File: src/common/fixp_pkg.sv
/*
 * Q2.16 sample and accumulator types, DSP slice operations,
 * DSP request format and pipeline constants
 */
package fixp_pkg;

    typedef logic signed [17:0] fixp_t;
    typedef logic signed [47:0] acc_t;

    localparam int    FIXP_FRAC   = 16;
    localparam fixp_t FIXP_ONE    = 18'sd65536;
    localparam int    DSP_LATENCY = 2;

    // 1.0 at the scale of a full product
    localparam acc_t  ACC_ONE     = acc_t'(FIXP_ONE) <<< FIXP_FRAC;

    typedef enum logic [1:0] {
        DSP_NOP = 2'd0,
        DSP_MUL = 2'd1,
        DSP_MAC = 2'd2,
        DSP_SUB = 2'd3
    } dsp_op_e;

    // All zero when the requester is idle
    typedef struct packed {
        dsp_op_e op;
        fixp_t   a;
        fixp_t   b;
        acc_t    c;
    } dsp_req_t;

endpackage

File: src/common/lpf_coef_pkg.sv
/*
 * Coefficient set, series function and sequencer step encodings,
 * working register index and series constants
 */
package lpf_coef_pkg;

    typedef logic [2:0] creg_idx_t;

    localparam creg_idx_t CREG_LAST = 3'd4;

    typedef struct packed {
        fixp_pkg::fixp_t a2;
        fixp_pkg::fixp_t a1;
        fixp_pkg::fixp_t b2;
        fixp_pkg::fixp_t b1;
        fixp_pkg::fixp_t b0;
    } coef_set_t;

    typedef enum logic [1:0] {
        TAY_NONE   = 2'd0,
        TAY_SIN    = 2'd1,
        TAY_COS    = 2'd2,
        TAY_INV1PX = 2'd3
    } taylor_fn_e;

    typedef enum logic [3:0] {
        ST_IDLE,
        ST_SIN,
        ST_SIN_WAIT,
        ST_COS,
        ST_COS_WAIT,
        ST_ALPHA,
        ST_ALPHA_WAIT,
        ST_INV,
        ST_INV_WAIT,
        ST_ONE_MINUS,
        ST_SHIFT,
        ST_SCALE,
        ST_DRAIN,
        ST_DONE
    } seq_step_e;

    // Series terms in Q2.16
    localparam fixp_pkg::fixp_t TAY_SIN_K5 = 18'sd546;
    localparam fixp_pkg::fixp_t TAY_SIN_K3 = -18'sd10923;
    localparam fixp_pkg::fixp_t TAY_COS_K4 = 18'sd2731;
    localparam fixp_pkg::fixp_t TAY_COS_K2 = -18'sd32768;

endpackage

File: src/coef_calc/coef_regs.sv
/*
 * Working registers r0-r2 and c0-c4, DSP requests with delayed
 * product write-back, shifts and output packing
 */
module coef_regs (
    input  logic                    clk,
    input  logic                    reset,
    input  fixp_pkg::fixp_t         tay_result,
    input  fixp_pkg::fixp_t         inv_2q,
    input  logic                    mv_r0,
    input  logic                    mv_r1,
    input  logic                    mv_r2,
    input  logic                    alpha_go,
    input  logic                    one_minus_go,
    input  logic                    shift_go,
    input  logic                    scale_go,
    input  logic                    out_go,
    input  lpf_coef_pkg::creg_idx_t scale_idx,
    output fixp_pkg::dsp_req_t      dsp_req,
    input  fixp_pkg::acc_t          p,
    output logic                    wb_busy,
    output fixp_pkg::fixp_t         alpha,
    output lpf_coef_pkg::coef_set_t coefs
);

    fixp_pkg::fixp_t         r0;
    fixp_pkg::fixp_t         r1;
    fixp_pkg::fixp_t         r2;
    fixp_pkg::fixp_t         c_reg [5];
    fixp_pkg::fixp_t         prod_q;
    logic                    om_pend;
    logic                    issue_v;
    lpf_coef_pkg::creg_idx_t issue_idx;
    logic [2:0]              tag_v;
    lpf_coef_pkg::creg_idx_t tag_idx [3];

    // --------------------
    // Request issue
    // --------------------
    always_comb begin
        dsp_req   = '0;
        issue_v   = 1'b1;
        issue_idx = 3'd1;
        if (alpha_go) begin
            dsp_req.op = fixp_pkg::DSP_MUL;
            dsp_req.a  = r1;
            dsp_req.b  = inv_2q;
        end else if (one_minus_go) begin
            dsp_req.op = fixp_pkg::DSP_SUB;
            dsp_req.a  = r2;
            dsp_req.b  = fixp_pkg::FIXP_ONE;
            dsp_req.c  = fixp_pkg::ACC_ONE;
            issue_idx  = 3'd3;
        end else if (om_pend) begin
            // Second half of the one-minus step forms 1 - alpha
            dsp_req.op = fixp_pkg::DSP_SUB;
            dsp_req.a  = c_reg[1];
            dsp_req.b  = fixp_pkg::FIXP_ONE;
            dsp_req.c  = fixp_pkg::ACC_ONE;
        end else if (scale_go) begin
            dsp_req.op = fixp_pkg::DSP_MUL;
            dsp_req.a  = c_reg[scale_idx];
            dsp_req.b  = r0;
            issue_idx  = scale_idx;
        end else begin
            issue_v = 1'b0;
        end
    end

    always_ff @(posedge clk or posedge reset) begin
        if (reset) begin
            om_pend <= 1'b0;
            tag_v   <= '0;
        end else begin
            om_pend <= one_minus_go;
            tag_v   <= {tag_v[1:0], issue_v};
        end
    end

    assign wb_busy = (|tag_v) || om_pend;

    // --------------------
    // Registers and write-back
    // --------------------
    always_ff @(posedge clk) begin
        tag_idx[0] <= issue_idx;
        tag_idx[1] <= tag_idx[0];
        tag_idx[2] <= tag_idx[1];
        prod_q     <= p[fixp_pkg::FIXP_FRAC +: $bits(fixp_pkg::fixp_t)];
        if (mv_r0) r0 <= tay_result;
        if (mv_r1) r1 <= tay_result;
        if (mv_r2) r2 <= tay_result;
        if (shift_go) begin
            c_reg[0] <= r2 <<< 1;
            c_reg[2] <= c_reg[3] >>> 1;
            c_reg[4] <= c_reg[3] >>> 1;
        end
        if (tag_v[2]) c_reg[tag_idx[2]] <= prod_q;
    end

    assign alpha = c_reg[1];

    always_ff @(posedge clk or posedge reset) begin
        if (reset) begin
            coefs <= '0;
        end else if (out_go) begin
            coefs <= '{a2: c_reg[1], a1: c_reg[0], b2: c_reg[4], b1: c_reg[3], b0: c_reg[2]};
        end else begin
            coefs <= '0;
        end
    end

endmodule

File: src/coef_calc/coef_sequencer.sv
/*
 * Step program for the coefficient calculation: series calls,
 * DSP operations and register moves
 */
module coef_sequencer (
    input  logic                     clk,
    input  logic                     reset,
    input  logic                     do_calc,
    input  fixp_pkg::fixp_t          omega0,
    input  fixp_pkg::fixp_t          inv_2q,
    input  fixp_pkg::fixp_t          alpha,
    output logic                     tay_start,
    output lpf_coef_pkg::taylor_fn_e tay_fn,
    output fixp_pkg::fixp_t          tay_arg,
    input  logic                     tay_done,
    output logic                     mv_r0,
    output logic                     mv_r1,
    output logic                     mv_r2,
    output logic                     alpha_go,
    output logic                     shift_go,
    output logic                     one_minus_go,
    output logic                     scale_go,
    output logic                     out_go,
    output lpf_coef_pkg::creg_idx_t  scale_idx,
    output fixp_pkg::fixp_t          inv_2q_q,
    input  logic                     wb_busy,
    output logic                     calc_done
);

    lpf_coef_pkg::seq_step_e step;
    lpf_coef_pkg::creg_idx_t scale_cnt;
    fixp_pkg::fixp_t         omega0_q;

    always_ff @(posedge clk or posedge reset) begin
        if (reset) begin
            step      <= lpf_coef_pkg::ST_IDLE;
            scale_cnt <= '0;
            calc_done <= 1'b0;
        end else begin
            calc_done <= (step == lpf_coef_pkg::ST_DONE);
            case (step)
                lpf_coef_pkg::ST_IDLE:
                    if (do_calc) step <= lpf_coef_pkg::ST_SIN;
                lpf_coef_pkg::ST_SIN:
                    step <= lpf_coef_pkg::ST_SIN_WAIT;
                lpf_coef_pkg::ST_SIN_WAIT:
                    if (tay_done) step <= lpf_coef_pkg::ST_COS;
                lpf_coef_pkg::ST_COS:
                    step <= lpf_coef_pkg::ST_COS_WAIT;
                lpf_coef_pkg::ST_COS_WAIT:
                    if (tay_done) step <= lpf_coef_pkg::ST_ALPHA;
                lpf_coef_pkg::ST_ALPHA:
                    step <= lpf_coef_pkg::ST_ALPHA_WAIT;
                lpf_coef_pkg::ST_ALPHA_WAIT:
                    if (!wb_busy) step <= lpf_coef_pkg::ST_INV;
                lpf_coef_pkg::ST_INV:
                    step <= lpf_coef_pkg::ST_INV_WAIT;
                lpf_coef_pkg::ST_INV_WAIT:
                    if (tay_done) step <= lpf_coef_pkg::ST_ONE_MINUS;
                lpf_coef_pkg::ST_ONE_MINUS:
                    step <= lpf_coef_pkg::ST_SHIFT;
                // Both subtractions must land before c3 is shifted
                lpf_coef_pkg::ST_SHIFT: begin
                    if (!wb_busy) begin
                        step      <= lpf_coef_pkg::ST_SCALE;
                        scale_cnt <= '0;
                    end
                end
                lpf_coef_pkg::ST_SCALE: begin
                    if (scale_cnt == lpf_coef_pkg::CREG_LAST) begin
                        step <= lpf_coef_pkg::ST_DRAIN;
                    end else begin
                        scale_cnt <= scale_cnt + 3'd1;
                    end
                end
                lpf_coef_pkg::ST_DRAIN:
                    if (!wb_busy) step <= lpf_coef_pkg::ST_DONE;
                default:
                    step <= lpf_coef_pkg::ST_IDLE;
            endcase
        end
    end

    // Inputs held for the whole calculation
    always_ff @(posedge clk) begin
        if (step == lpf_coef_pkg::ST_IDLE && do_calc) begin
            omega0_q <= omega0;
            inv_2q_q <= inv_2q;
        end
    end

    always_comb begin
        tay_fn  = lpf_coef_pkg::TAY_NONE;
        tay_arg = '0;
        case (step)
            lpf_coef_pkg::ST_SIN: begin
                tay_fn  = lpf_coef_pkg::TAY_SIN;
                tay_arg = omega0_q;
            end
            lpf_coef_pkg::ST_COS: begin
                tay_fn  = lpf_coef_pkg::TAY_COS;
                tay_arg = omega0_q;
            end
            lpf_coef_pkg::ST_INV: begin
                tay_fn  = lpf_coef_pkg::TAY_INV1PX;
                tay_arg = alpha;
            end
            default: ;
        endcase
    end

    assign tay_start    = (tay_fn != lpf_coef_pkg::TAY_NONE);
    assign mv_r1        = (step == lpf_coef_pkg::ST_SIN_WAIT) && tay_done;
    assign mv_r2        = (step == lpf_coef_pkg::ST_COS_WAIT) && tay_done;
    assign mv_r0        = (step == lpf_coef_pkg::ST_INV_WAIT) && tay_done;
    assign alpha_go     = (step == lpf_coef_pkg::ST_ALPHA);
    assign one_minus_go = (step == lpf_coef_pkg::ST_ONE_MINUS);
    assign shift_go     = (step == lpf_coef_pkg::ST_SHIFT) && !wb_busy;
    assign scale_go     = (step == lpf_coef_pkg::ST_SCALE);
    assign scale_idx    = scale_cnt;
    assign out_go       = (step == lpf_coef_pkg::ST_DONE);

endmodule

File: src/design/dsp_slice.sv
/*
 * Shared two-stage multiply-add slice with two OR-merged request ports
 */
module dsp_slice (
    input  logic               clk,
    input  logic               reset,
    input  fixp_pkg::dsp_req_t req_a,
    input  fixp_pkg::dsp_req_t req_b,
    output fixp_pkg::acc_t     p
);

    fixp_pkg::dsp_req_t req_q;
    logic signed [35:0] prod;
    fixp_pkg::acc_t     prod_ext;

    // Requesters never overlap so OR acts as the mux
    always_ff @(posedge clk or posedge reset) begin
        if (reset) begin
            req_q <= '0;
        end else begin
            req_q <= fixp_pkg::dsp_req_t'(req_a | req_b);
        end
    end

    assign prod     = req_q.a * req_q.b;
    assign prod_ext = prod;

    // Stage 2
    always_ff @(posedge clk or posedge reset) begin
        if (reset) begin
            p <= '0;
        end else begin
            case (req_q.op)
                fixp_pkg::DSP_MUL: p <= prod_ext;
                fixp_pkg::DSP_MAC: p <= req_q.c + prod_ext;
                fixp_pkg::DSP_SUB: p <= req_q.c - prod_ext;
                default:           p <= '0;
            endcase
        end
    end

endmodule

File: src/design/lpf_coef_top.sv
/*
 * Biquad low-pass coefficient calculator top level
 */
module lpf_coef_top (
    input  logic                    clk,
    input  logic                    reset,
    input  logic                    do_calc,
    input  fixp_pkg::fixp_t         omega0,
    input  fixp_pkg::fixp_t         inv_2q,
    output lpf_coef_pkg::coef_set_t coefs,
    output logic                    calc_done
);

    logic                     tay_start;
    logic                     tay_done;
    lpf_coef_pkg::taylor_fn_e tay_fn;
    fixp_pkg::fixp_t          tay_arg;
    fixp_pkg::fixp_t          tay_result;
    logic                     mv_r0;
    logic                     mv_r1;
    logic                     mv_r2;
    logic                     alpha_go;
    logic                     shift_go;
    logic                     one_minus_go;
    logic                     scale_go;
    logic                     out_go;
    lpf_coef_pkg::creg_idx_t  scale_idx;
    fixp_pkg::fixp_t          inv_2q_q;
    fixp_pkg::fixp_t          alpha;
    logic                     wb_busy;
    fixp_pkg::dsp_req_t       regs_req;
    fixp_pkg::dsp_req_t       tay_req;
    fixp_pkg::acc_t           p;

    coef_sequencer u_coef_sequencer (
        .clk          (clk),
        .reset        (reset),
        .do_calc      (do_calc),
        .omega0       (omega0),
        .inv_2q       (inv_2q),
        .alpha        (alpha),
        .tay_start    (tay_start),
        .tay_fn       (tay_fn),
        .tay_arg      (tay_arg),
        .tay_done     (tay_done),
        .mv_r0        (mv_r0),
        .mv_r1        (mv_r1),
        .mv_r2        (mv_r2),
        .alpha_go     (alpha_go),
        .shift_go     (shift_go),
        .one_minus_go (one_minus_go),
        .scale_go     (scale_go),
        .out_go       (out_go),
        .scale_idx    (scale_idx),
        .inv_2q_q     (inv_2q_q),
        .wb_busy      (wb_busy),
        .calc_done    (calc_done)
    );

    coef_regs u_coef_regs (
        .clk          (clk),
        .reset        (reset),
        .tay_result   (tay_result),
        .inv_2q       (inv_2q_q),
        .mv_r0        (mv_r0),
        .mv_r1        (mv_r1),
        .mv_r2        (mv_r2),
        .alpha_go     (alpha_go),
        .one_minus_go (one_minus_go),
        .shift_go     (shift_go),
        .scale_go     (scale_go),
        .out_go       (out_go),
        .scale_idx    (scale_idx),
        .dsp_req      (regs_req),
        .p            (p),
        .wb_busy      (wb_busy),
        .alpha        (alpha),
        .coefs        (coefs)
    );

    taylor_unit u_taylor_unit (
        .clk     (clk),
        .reset   (reset),
        .start   (tay_start),
        .fn      (tay_fn),
        .arg     (tay_arg),
        .done    (tay_done),
        .result  (tay_result),
        .dsp_req (tay_req),
        .p       (p)
    );

    dsp_slice u_dsp_slice (
        .clk   (clk),
        .reset (reset),
        .req_a (regs_req),
        .req_b (tay_req),
        .p     (p)
    );

endmodule

File: src/design/taylor_unit.sv
/*
 * Horner series evaluator for sin, cos and 1/(1+x) on the shared DSP slice
 */
module taylor_unit (
    input  logic                     clk,
    input  logic                     reset,
    input  logic                     start,
    input  lpf_coef_pkg::taylor_fn_e fn,
    input  fixp_pkg::fixp_t          arg,
    output logic                     done,
    output fixp_pkg::fixp_t          result,
    output fixp_pkg::dsp_req_t       dsp_req,
    input  fixp_pkg::acc_t           p
);

    typedef enum logic [1:0] {
        T_IDLE,
        T_ISSUE,
        T_WAIT
    } tay_state_e;

    // One Horner step computes a * b + c
    typedef struct packed {
        logic            a_x;
        logic            b_x2;
        logic            to_x2;
        logic            last;
        fixp_pkg::fixp_t c;
    } tay_step_t;

    tay_state_e               state;
    lpf_coef_pkg::taylor_fn_e fn_q;
    logic [1:0]               k_q;
    logic [1:0]               wait_q;
    fixp_pkg::fixp_t          x_q;
    fixp_pkg::fixp_t          x2_q;
    fixp_pkg::fixp_t          acc_q;
    fixp_pkg::fixp_t          mac_out;
    tay_step_t                cur;

    // --------------------
    // Step tables
    // --------------------
    function automatic tay_step_t step_of(input lpf_coef_pkg::taylor_fn_e f,
                                          input logic [1:0] k);
        tay_step_t s;
        s = '0;
        case (f)
            lpf_coef_pkg::TAY_SIN: begin
                case (k)
                    2'd0:    s = '{1'b1, 1'b0, 1'b1, 1'b0, '0};
                    2'd1:    s = '{1'b0, 1'b1, 1'b0, 1'b0, lpf_coef_pkg::TAY_SIN_K3};
                    2'd2:    s = '{1'b0, 1'b1, 1'b0, 1'b0, fixp_pkg::FIXP_ONE};
                    default: s = '{1'b0, 1'b0, 1'b0, 1'b1, '0};
                endcase
            end
            lpf_coef_pkg::TAY_COS: begin
                case (k)
                    2'd0:    s = '{1'b1, 1'b0, 1'b1, 1'b0, '0};
                    2'd1:    s = '{1'b0, 1'b1, 1'b0, 1'b0, lpf_coef_pkg::TAY_COS_K2};
                    default: s = '{1'b0, 1'b1, 1'b0, 1'b1, fixp_pkg::FIXP_ONE};
                endcase
            end
            // Alternating 1, -1 terms
            lpf_coef_pkg::TAY_INV1PX: begin
                s = '{1'b0, 1'b0, 1'b0, k == 2'd3,
                      k[0] ? fixp_pkg::FIXP_ONE : -fixp_pkg::FIXP_ONE};
            end
            default: s = '0;
        endcase
        return s;
    endfunction

    assign cur     = step_of(fn_q, k_q);
    assign mac_out = p[fixp_pkg::FIXP_FRAC +: $bits(fixp_pkg::fixp_t)];

    always_ff @(posedge clk or posedge reset) begin
        if (reset) begin
            state  <= T_IDLE;
            fn_q   <= lpf_coef_pkg::TAY_NONE;
            k_q    <= '0;
            wait_q <= '0;
            done   <= 1'b0;
            result <= '0;
        end else begin
            done   <= 1'b0;
            result <= '0;
            case (state)
                T_IDLE: begin
                    if (start) begin
                        state <= T_ISSUE;
                        fn_q  <= fn;
                        k_q   <= '0;
                    end
                end
                T_ISSUE: begin
                    state  <= T_WAIT;
                    wait_q <= 2'(fixp_pkg::DSP_LATENCY - 1);
                end
                T_WAIT: begin
                    if (wait_q != '0) begin
                        wait_q <= wait_q - 2'd1;
                    end else if (cur.last) begin
                        state  <= T_IDLE;
                        done   <= 1'b1;
                        result <= mac_out;
                    end else begin
                        state <= T_ISSUE;
                        k_q   <= k_q + 2'd1;
                    end
                end
                default: state <= T_IDLE;
            endcase
        end
    end

    // Operands and running accumulator
    always_ff @(posedge clk) begin
        if (state == T_IDLE && start) begin
            x_q <= arg;
            case (fn)
                lpf_coef_pkg::TAY_SIN: acc_q <= lpf_coef_pkg::TAY_SIN_K5;
                lpf_coef_pkg::TAY_COS: acc_q <= lpf_coef_pkg::TAY_COS_K4;
                default:               acc_q <= fixp_pkg::FIXP_ONE;
            endcase
        end else if (state == T_WAIT && wait_q == '0) begin
            if (cur.to_x2) begin
                x2_q <= mac_out;
            end else begin
                acc_q <= mac_out;
            end
        end
    end

    always_comb begin
        dsp_req = '0;
        if (state == T_ISSUE) begin
            dsp_req.op = fixp_pkg::DSP_MAC;
            dsp_req.a  = cur.a_x ? x_q : acc_q;
            dsp_req.b  = cur.b_x2 ? x2_q : x_q;
            dsp_req.c  = fixp_pkg::acc_t'(cur.c) <<< fixp_pkg::FIXP_FRAC;
        end
    end

endmodule

File: config.mk
export PLATFORM = sky130hd
export DESIGN_NAME = lpf_coef_top
export DESIGN_NICKNAME = d
export VERILOG_FILES = /design/src/common/fixp_pkg.sv /design/src/common/lpf_coef_pkg.sv /design/src/coef_calc/coef_regs.sv /design/src/coef_calc/coef_sequencer.sv /design/src/design/dsp_slice.sv /design/src/design/lpf_coef_top.sv /design/src/design/taylor_unit.sv
export SDC_FILE = /design/constraint.sdc
export NUM_CORES = 2
export LEC_CHECK = 0
export BUFFER_PORTS_ARGS = -buffer_cell sky130_fd_sc_hd__buf_2
export CELL_PAD_IN_SITES_DETAIL_PLACEMENT = 0
export CELL_PAD_IN_SITES_GLOBAL_PLACEMENT = 2
export CORE_UTILIZATION = 35
export CTS_CLUSTER_SIZE = 30
export DETAILED_ROUTE_END_ITERATION = 7
export GPL_ROUTABILITY_DRIVEN = 0
export HOLD_SLACK_MARGIN = 0.02
export PLACE_DENSITY_LB_ADDON = 0.1
export SLEW_MARGIN = 5
export SYNTH_ARGS = -nofsm -noshare
export SYNTH_HDL_FRONTEND = slang
export SYNTH_SLANG_ARGS = --single-unit
File: constraint.sdc
create_clock -name clk -period 12.5 [get_ports clk]
set_clock_uncertainty 0.15 [all_clocks]
set_input_delay 2.5 -clock clk [delete_from_list [all_inputs] [get_ports clk]]
set_output_delay 2.5 -clock clk [all_outputs]
set_load 0.02 [all_outputs]
; ---- Yosys cells after proc, flatten, opt, wreduce, memory -nomap -nowiden
; Memory sizes are Yosys's and may differ from the RTL's.
; Cells that the tools add are included.
[word_totals]
ff_bits = 397
mem_bits_rw = 99
input_bits = 39
out_inout_bits = 91
wordCells = 175
memories = 2
[classes]
n_addsub = 5
n_mul = 1
eq_ne = 41
muxes = 64
bitwise_logic = 2
reduce_logical = 30
[mem_list]
columns = name, words, width, read_ports, rd_clocked_by_memory_dff, wr, line
row1 = u_coef_regs.c_reg, 5, 18, 6, 0, 3, coef_regs.sv:29  ; fixp_pkg::fixp_t c_reg [5];
row2 = u_coef_regs.tag_idx, 3, 3, 3, 0, 3, coef_regs.sv:35  ; lpf_coef_pkg::creg_idx_t tag_idx [3];
[op_table]
columns = operator, n
row1 = $mux 18, 10
row2 = $mux 86, 2
row3 = $pmux 22 s3, 2
row4 = $pmux 34 s3, 1
row5 = $mux 90, 1
row6 = $or 86x86->86, 1
row7 = $mux 38, 2
row8 = $pmux 4 s13, 1
row9 = $mux 48, 1
row10 = $pmux 22 s2, 1
row11 = $mux 37, 1
row12 = $pmux 18 s2, 1
row13 = $add 34x34->34, 1
row14 = $mul 18x18->34, 1
row15 = $pmux 17 s2, 1
row16 = $sub 34x34->34, 1
row17 = $mux 33, 1
row18 = $mux 4, 8
row19 = $eq 4x4->1 const B, 6
row20 = $mux 3, 7
row21 = $reduce_or 18->1, 1
row22 = $eq 2x2->1 const B, 8
row23 = $eq 4x3->1 const B, 4
row24 = $ne 2x2->1 const B, 8
row25 = 26 further kinds, 72

; ---- Longest topological paths before layout
[logic_depth]
word_depth = 7
ltp_mapped = 37
mapped_depth_nobuf = 34

; ---- Modules after synthesis
; Synthesis repeated with hierarchy kept, for this count alone.
[unflattened]
hier_cells = 3421
area_unflattened_um2 = 38523.2
[modules_own_cells]
columns = module, instances, cells_each, area_each_um2, seq_area_each_um2
row1 = dsp_slice, 1, 2170, 20144.3, 3353.2
row2 = coef_regs, 1, 752, 12472.0, 8838.5
row3 = taylor_unit, 1, 364, 4007.6, 2297.2
row4 = coef_sequencer, 1, 135, 1899.3, 1281.2

; ---- Least setup slack after synthesis
; Ideal clock, no wire load.
[synth_timing]
path_kind = reg2reg
startpoint = register u_dsp_slice.req_q[57] (netlist name)
endpoint = register u_dsp_slice.p[32]
setup_ns = 0.132
arrival_ns = 8.271
required_time_ns = 12.218
path_slack_ns = 3.947
path_stages_with_launch = 36
n_path_buf = 3
synth_period_minus_slack_ns = 8.553
cell_sequence = dfrtp_1 > clkbuf_1 > clkbuf_1 > nand2_1 > fa_1 > inv_1 > fa_1 > inv_1 > fa_1 > inv_1 > fa_1 > fa_1 > inv_1 > fa_1 > inv_1 > ha_1 > a21o_1 > nor2_1 > nand2_1 > o21a_1 > or3_1 > a2111oi_4 > nand3_4 > nor3_1 > nor2_1 > xnor2_1 > ha_1 > clkbuf_1 > nand4_1 > o22ai_1 > or4_4 > a31oi_2 > o21ai_2 > a221oi_4 > xor2_1 > o21ai_1
[synth_between]
elab_chain_len = 3
word_cells_on_any_way = 4
classes_between = add/sub: 2 / mul: 1 / mux: 1
[synth_lines]
columns = item, line
row1 = start: declaration, dsp_slice.sv:12  ; fixp_pkg::dsp_req_t req_q;
row2 = start signal: assignment, dsp_slice.sv:21  ; req_q <= fixp_pkg::dsp_req_t'(req_a | req_b);
row3 = $mul 18x18->34 *, dsp_slice.sv:25  ; assign prod = req_q.a * req_q.b;
row4 = $sub 34x34->34 / $add 34x34->34 (equally long branches), "dsp_slice.sv:36, dsp_slice.sv:35"
row5 = $pmux 34 s3 *, dsp_slice.sv:33  ; case (req_q.op)
row6 = end signal: assignment, dsp_slice.sv:34  ; fixp_pkg::DSP_MUL: p <= prod_ext;
row7 = end signal: assignment, dsp_slice.sv:35  ; fixp_pkg::DSP_MAC: p <= req_q.c + prod_ext;
row8 = end signal: assignment, dsp_slice.sv:36  ; fixp_pkg::DSP_SUB: p <= req_q.c - prod_ext;
row9 = end: declaration, dsp_slice.sv:9  ; output fixp_pkg::acc_t p
; Mark *: on every way between the ends. The rest lies on a longest branch, timed or not.
; A chain may end at the register's enable or synchronous reset.

; ---- Worst setup path after layout
[layout_timing]
startpoint = register u_dsp_slice.req_q[76] (netlist name)
endpoint = register u_dsp_slice.p[32]
; The elaborated chain is that of the path after synthesis.

==> metrics.txt <==
maximum number of pins on one net before global-route repair 120; post-route fraction of the period consumed by the critical path between 70 and 80%; critical register-to-register path endpoint u_dsp_slice.p[32]; Std-Cell Rows around 110; register bit count reported by yosys roughly 500; number of slew-limit violations in the final report 0; count of flip-flops with a built-in enable after synthesis about 290; CTS sink cnt roughly 500; number of cells on the worst reg-to-reg path 30; # Max-Cap Violations 0; reg2reg start u_dsp_slice.req_q[76]; Worst setup startpoint u_dsp_slice.req_q[76]; cell count after synthesis 2738; tightest slew margin relative to the limit about a quarter; total die area roughly 94000 µm²; CP max stage cell dfrtp_1; IO Count 130; type of origin of the critical path register; buffer type at the clock tree root clkbuf_16; number of buffers created by CTS 54; clock latency reported for the late side of the worst-skew pair around 0.62 ns; total count of hold-check failures in the final report 0; type of the worst setup path register to register; Synth top cells by count inv_1, fa_1, edfxtp_1; number of buffers inserted for hold repair after clock tree synthesis 0; Max Fclk around 0.10 GHz; path category of the worst min-delay check register to register; async set-or-reset flop fraction in the synthesized netlist between 30% and 40%; required time of the critical path approximately 13 ns; number of distinct library cells after synthesis between 90 and 100; count of TritonRoute iterations in the first routing pass 7; initial DRC count around 1100; share of final-layout standard cells stronger than drive strength 1 between 10 and 15%; Critical Path Max Stage Delay between 0.8 and 0.9 ns; endpoint of the worst setup timing path u_dsp_slice.p[32]; number of warnings reported in the yosys synthesis log 0; cell types occupying the most area after synthesis edfxtp_1, fa_1, dfrtp_1; Lkg Pwr about 16 nW; Total Wirelength a little under 90 mm; unrepaired setup endpoints after global routing false; most instantiated flip-flop cell in the synthesis netlist edfxtp_1; Post-Place Worst Slack ~3 ns; number of nets with antenna violations after routing 0; WL/cell approximately 22 µm; max reg flops 144; post-synthesis sequential area ratio a little over two fifths; overall via count from detail_route roughly 20000; sort of element at the end of the critical path register; dominant cell by count in the synthesized netlist inv_1; HPWL after detailed placement between 60 and 70 mm; dominant cell type by area after synthesis edfxtp_1; post-cts repair resize count 0; largest voltage drop on the vdd net between 0.09 and 0.1 mV; Arr. time, crit path 9.85 ns; die outline height roughly 310 µm; post-synth net total ~3200; fin nets about 3300; overall global routing resource usage 19.5%; Bufs on Longest Clock Path 3; clock-pin slew reported for the worst setup and hold paths after clock tree synthesis about 0.06 ns; worst-case setup margin in the final layout between 2 and 3 ns; area share of the largest cell type after synthesis approximately a quarter; first-pass GRT wire length between 100 and 150 mm; worst-case register-to-register setup slack about 3.0 ns; number of global-route vias before repair about 22000; Crit Path Max Fanout 18; most repeated library cell on the critical path fa_1; result of the run complete, no violations; horizontal die dimension ~310 µm; CTS tree built; area of the core region slightly above 90000 µm²; Synth-to-Final Area Change 12.0%; Via-to-Cell Ratio 4.99; count of unresolved DRC violations after routing 0; PD cells 94.4 nW/µm²; number of buffers added on ports 129; initial antenna violation count 2; maximum level of the CTS H-tree 2; Sum Neg Setup Slack 0 ns; Congestion Overflow GR 0; Layout Utilization 39.6%; Final Critical Period approximately 9.5 ns; Avg Synthesized Cell Area ~12 µm²; netlist area before placement 32400 µm²; initial standard-cell utilization of the core 35.3%; post-CTS repair timing setup buffer count 0; transition time of the tightest slew-check pin ~1.1 ns; Finish-stage setup viols 0
[placed cells by master (no fill, tap or decap), types with 53 or more instances in the layout]
| cell | count |
|---|---|
| nand2_1 | 233 |
| dfrtp_1 | 186 |
| clkbuf_16 | 56 |
| and2_1 | 286 |
| a21oi_1 | 58 |
| fa_1 | 315 |
| o21ai_0 | 72 |
| nor2_1 | 84 |
| mux2_2 | 53 |
| edfxtp_1 | 288 |
| ha_1 | 111 |
| buf_2 | 129 |
| inv_1 | 391 |
[cell families (layout without fill, tap and decap cells)]
group,count (synthesis),count (layout),synth area share (%)
AO/OA/AOI/OAI,329,329,7.36
XOR/XNOR,76,76,2.08
adder cells (fa/ha/maj),426,426,23.8
buffers and inverters,515,660,6.00
flip-flops,503,503,42.9
multiplexers,128,128,5.55
other,0,2,0
AND/OR/NAND/NOR,761,761,12.3
[report_power, final]
| group | internal, W | total [W] | leakage [nW] | switching [W] |
|---|---|---|---|---|
| clock | 0.000954 | 0.00166 | 0.913 | 0.000705 |
| sequential | 0.00174 | 0.00174 | 5.51 | 0 |
| combinational | 0.00000452 | 0.0000203 | 9.61 | 0.0000158 |
[worst min-delay path by stage]
stage,from,end,cells after the start
6_report,u_coef_regs.tag_idx[0][3],u_coef_regs.tag_idx[0][6],0
5_1_grt,u_coef_regs.tag_idx[0][2],u_coef_regs.tag_idx[0][5],0
4_1_cts,u_coef_regs.tag_idx[0][3],u_coef_regs.tag_idx[0][6],0
3_5_place_dp,u_coef_regs.tag_idx[0][3],u_coef_regs.tag_idx[0][6],0
3_3_place_gp,u_coef_regs.tag_idx[0][0],u_coef_regs.tag_idx[0][3],0
2_1_floorplan,u_coef_regs.tag_idx[0][0],u_coef_regs.tag_idx[0][3],0
[routing by layer]
layer	wire length, µm	track usage, %
met1	41700	27.8
met2	42800	32.3
met3	2590	2.00
met4	1230	3.59
met5	0	0
[area by class of cell]
cell class	instances	area, µm²
timing repair buffer	166	923
clock inverter	29	315
clock buffer	73	1540
tap	1186	1480
antenna	2	5.00
multi-input combinational	1720	16600
fill	8855	55400
sequential	503	13900
inverter	392	1480
[critical path: cells and delay by family, from the launching register on]
kind            cells  cell delay [ns]
fa+ha+maj           8             3.87
compound gates     10             2.39
simple gates        7             1.63
flops               1             0.86
xor+xnor            2             0.33
buf+inv             3             0.18
[stage by stage]
step | cells | area, µm² | total power (W) | hold WS [ns]
floorplan | 2738 | 32400 | 0.00179 | 0.160
global placement | 3967 | 34400 | 0.00180 | 0.163
detailed placement | 3967 | 34400 | 0.00180 | 0.162
CTS | 4069 | 36300 | 0.00347 | 0.177
global route | 4069 | 36300 | 0.00353 | 0.184
finish | 4071 | 36300 | 0.00342 | 0.177
Power figures use the tool's default switching activity.
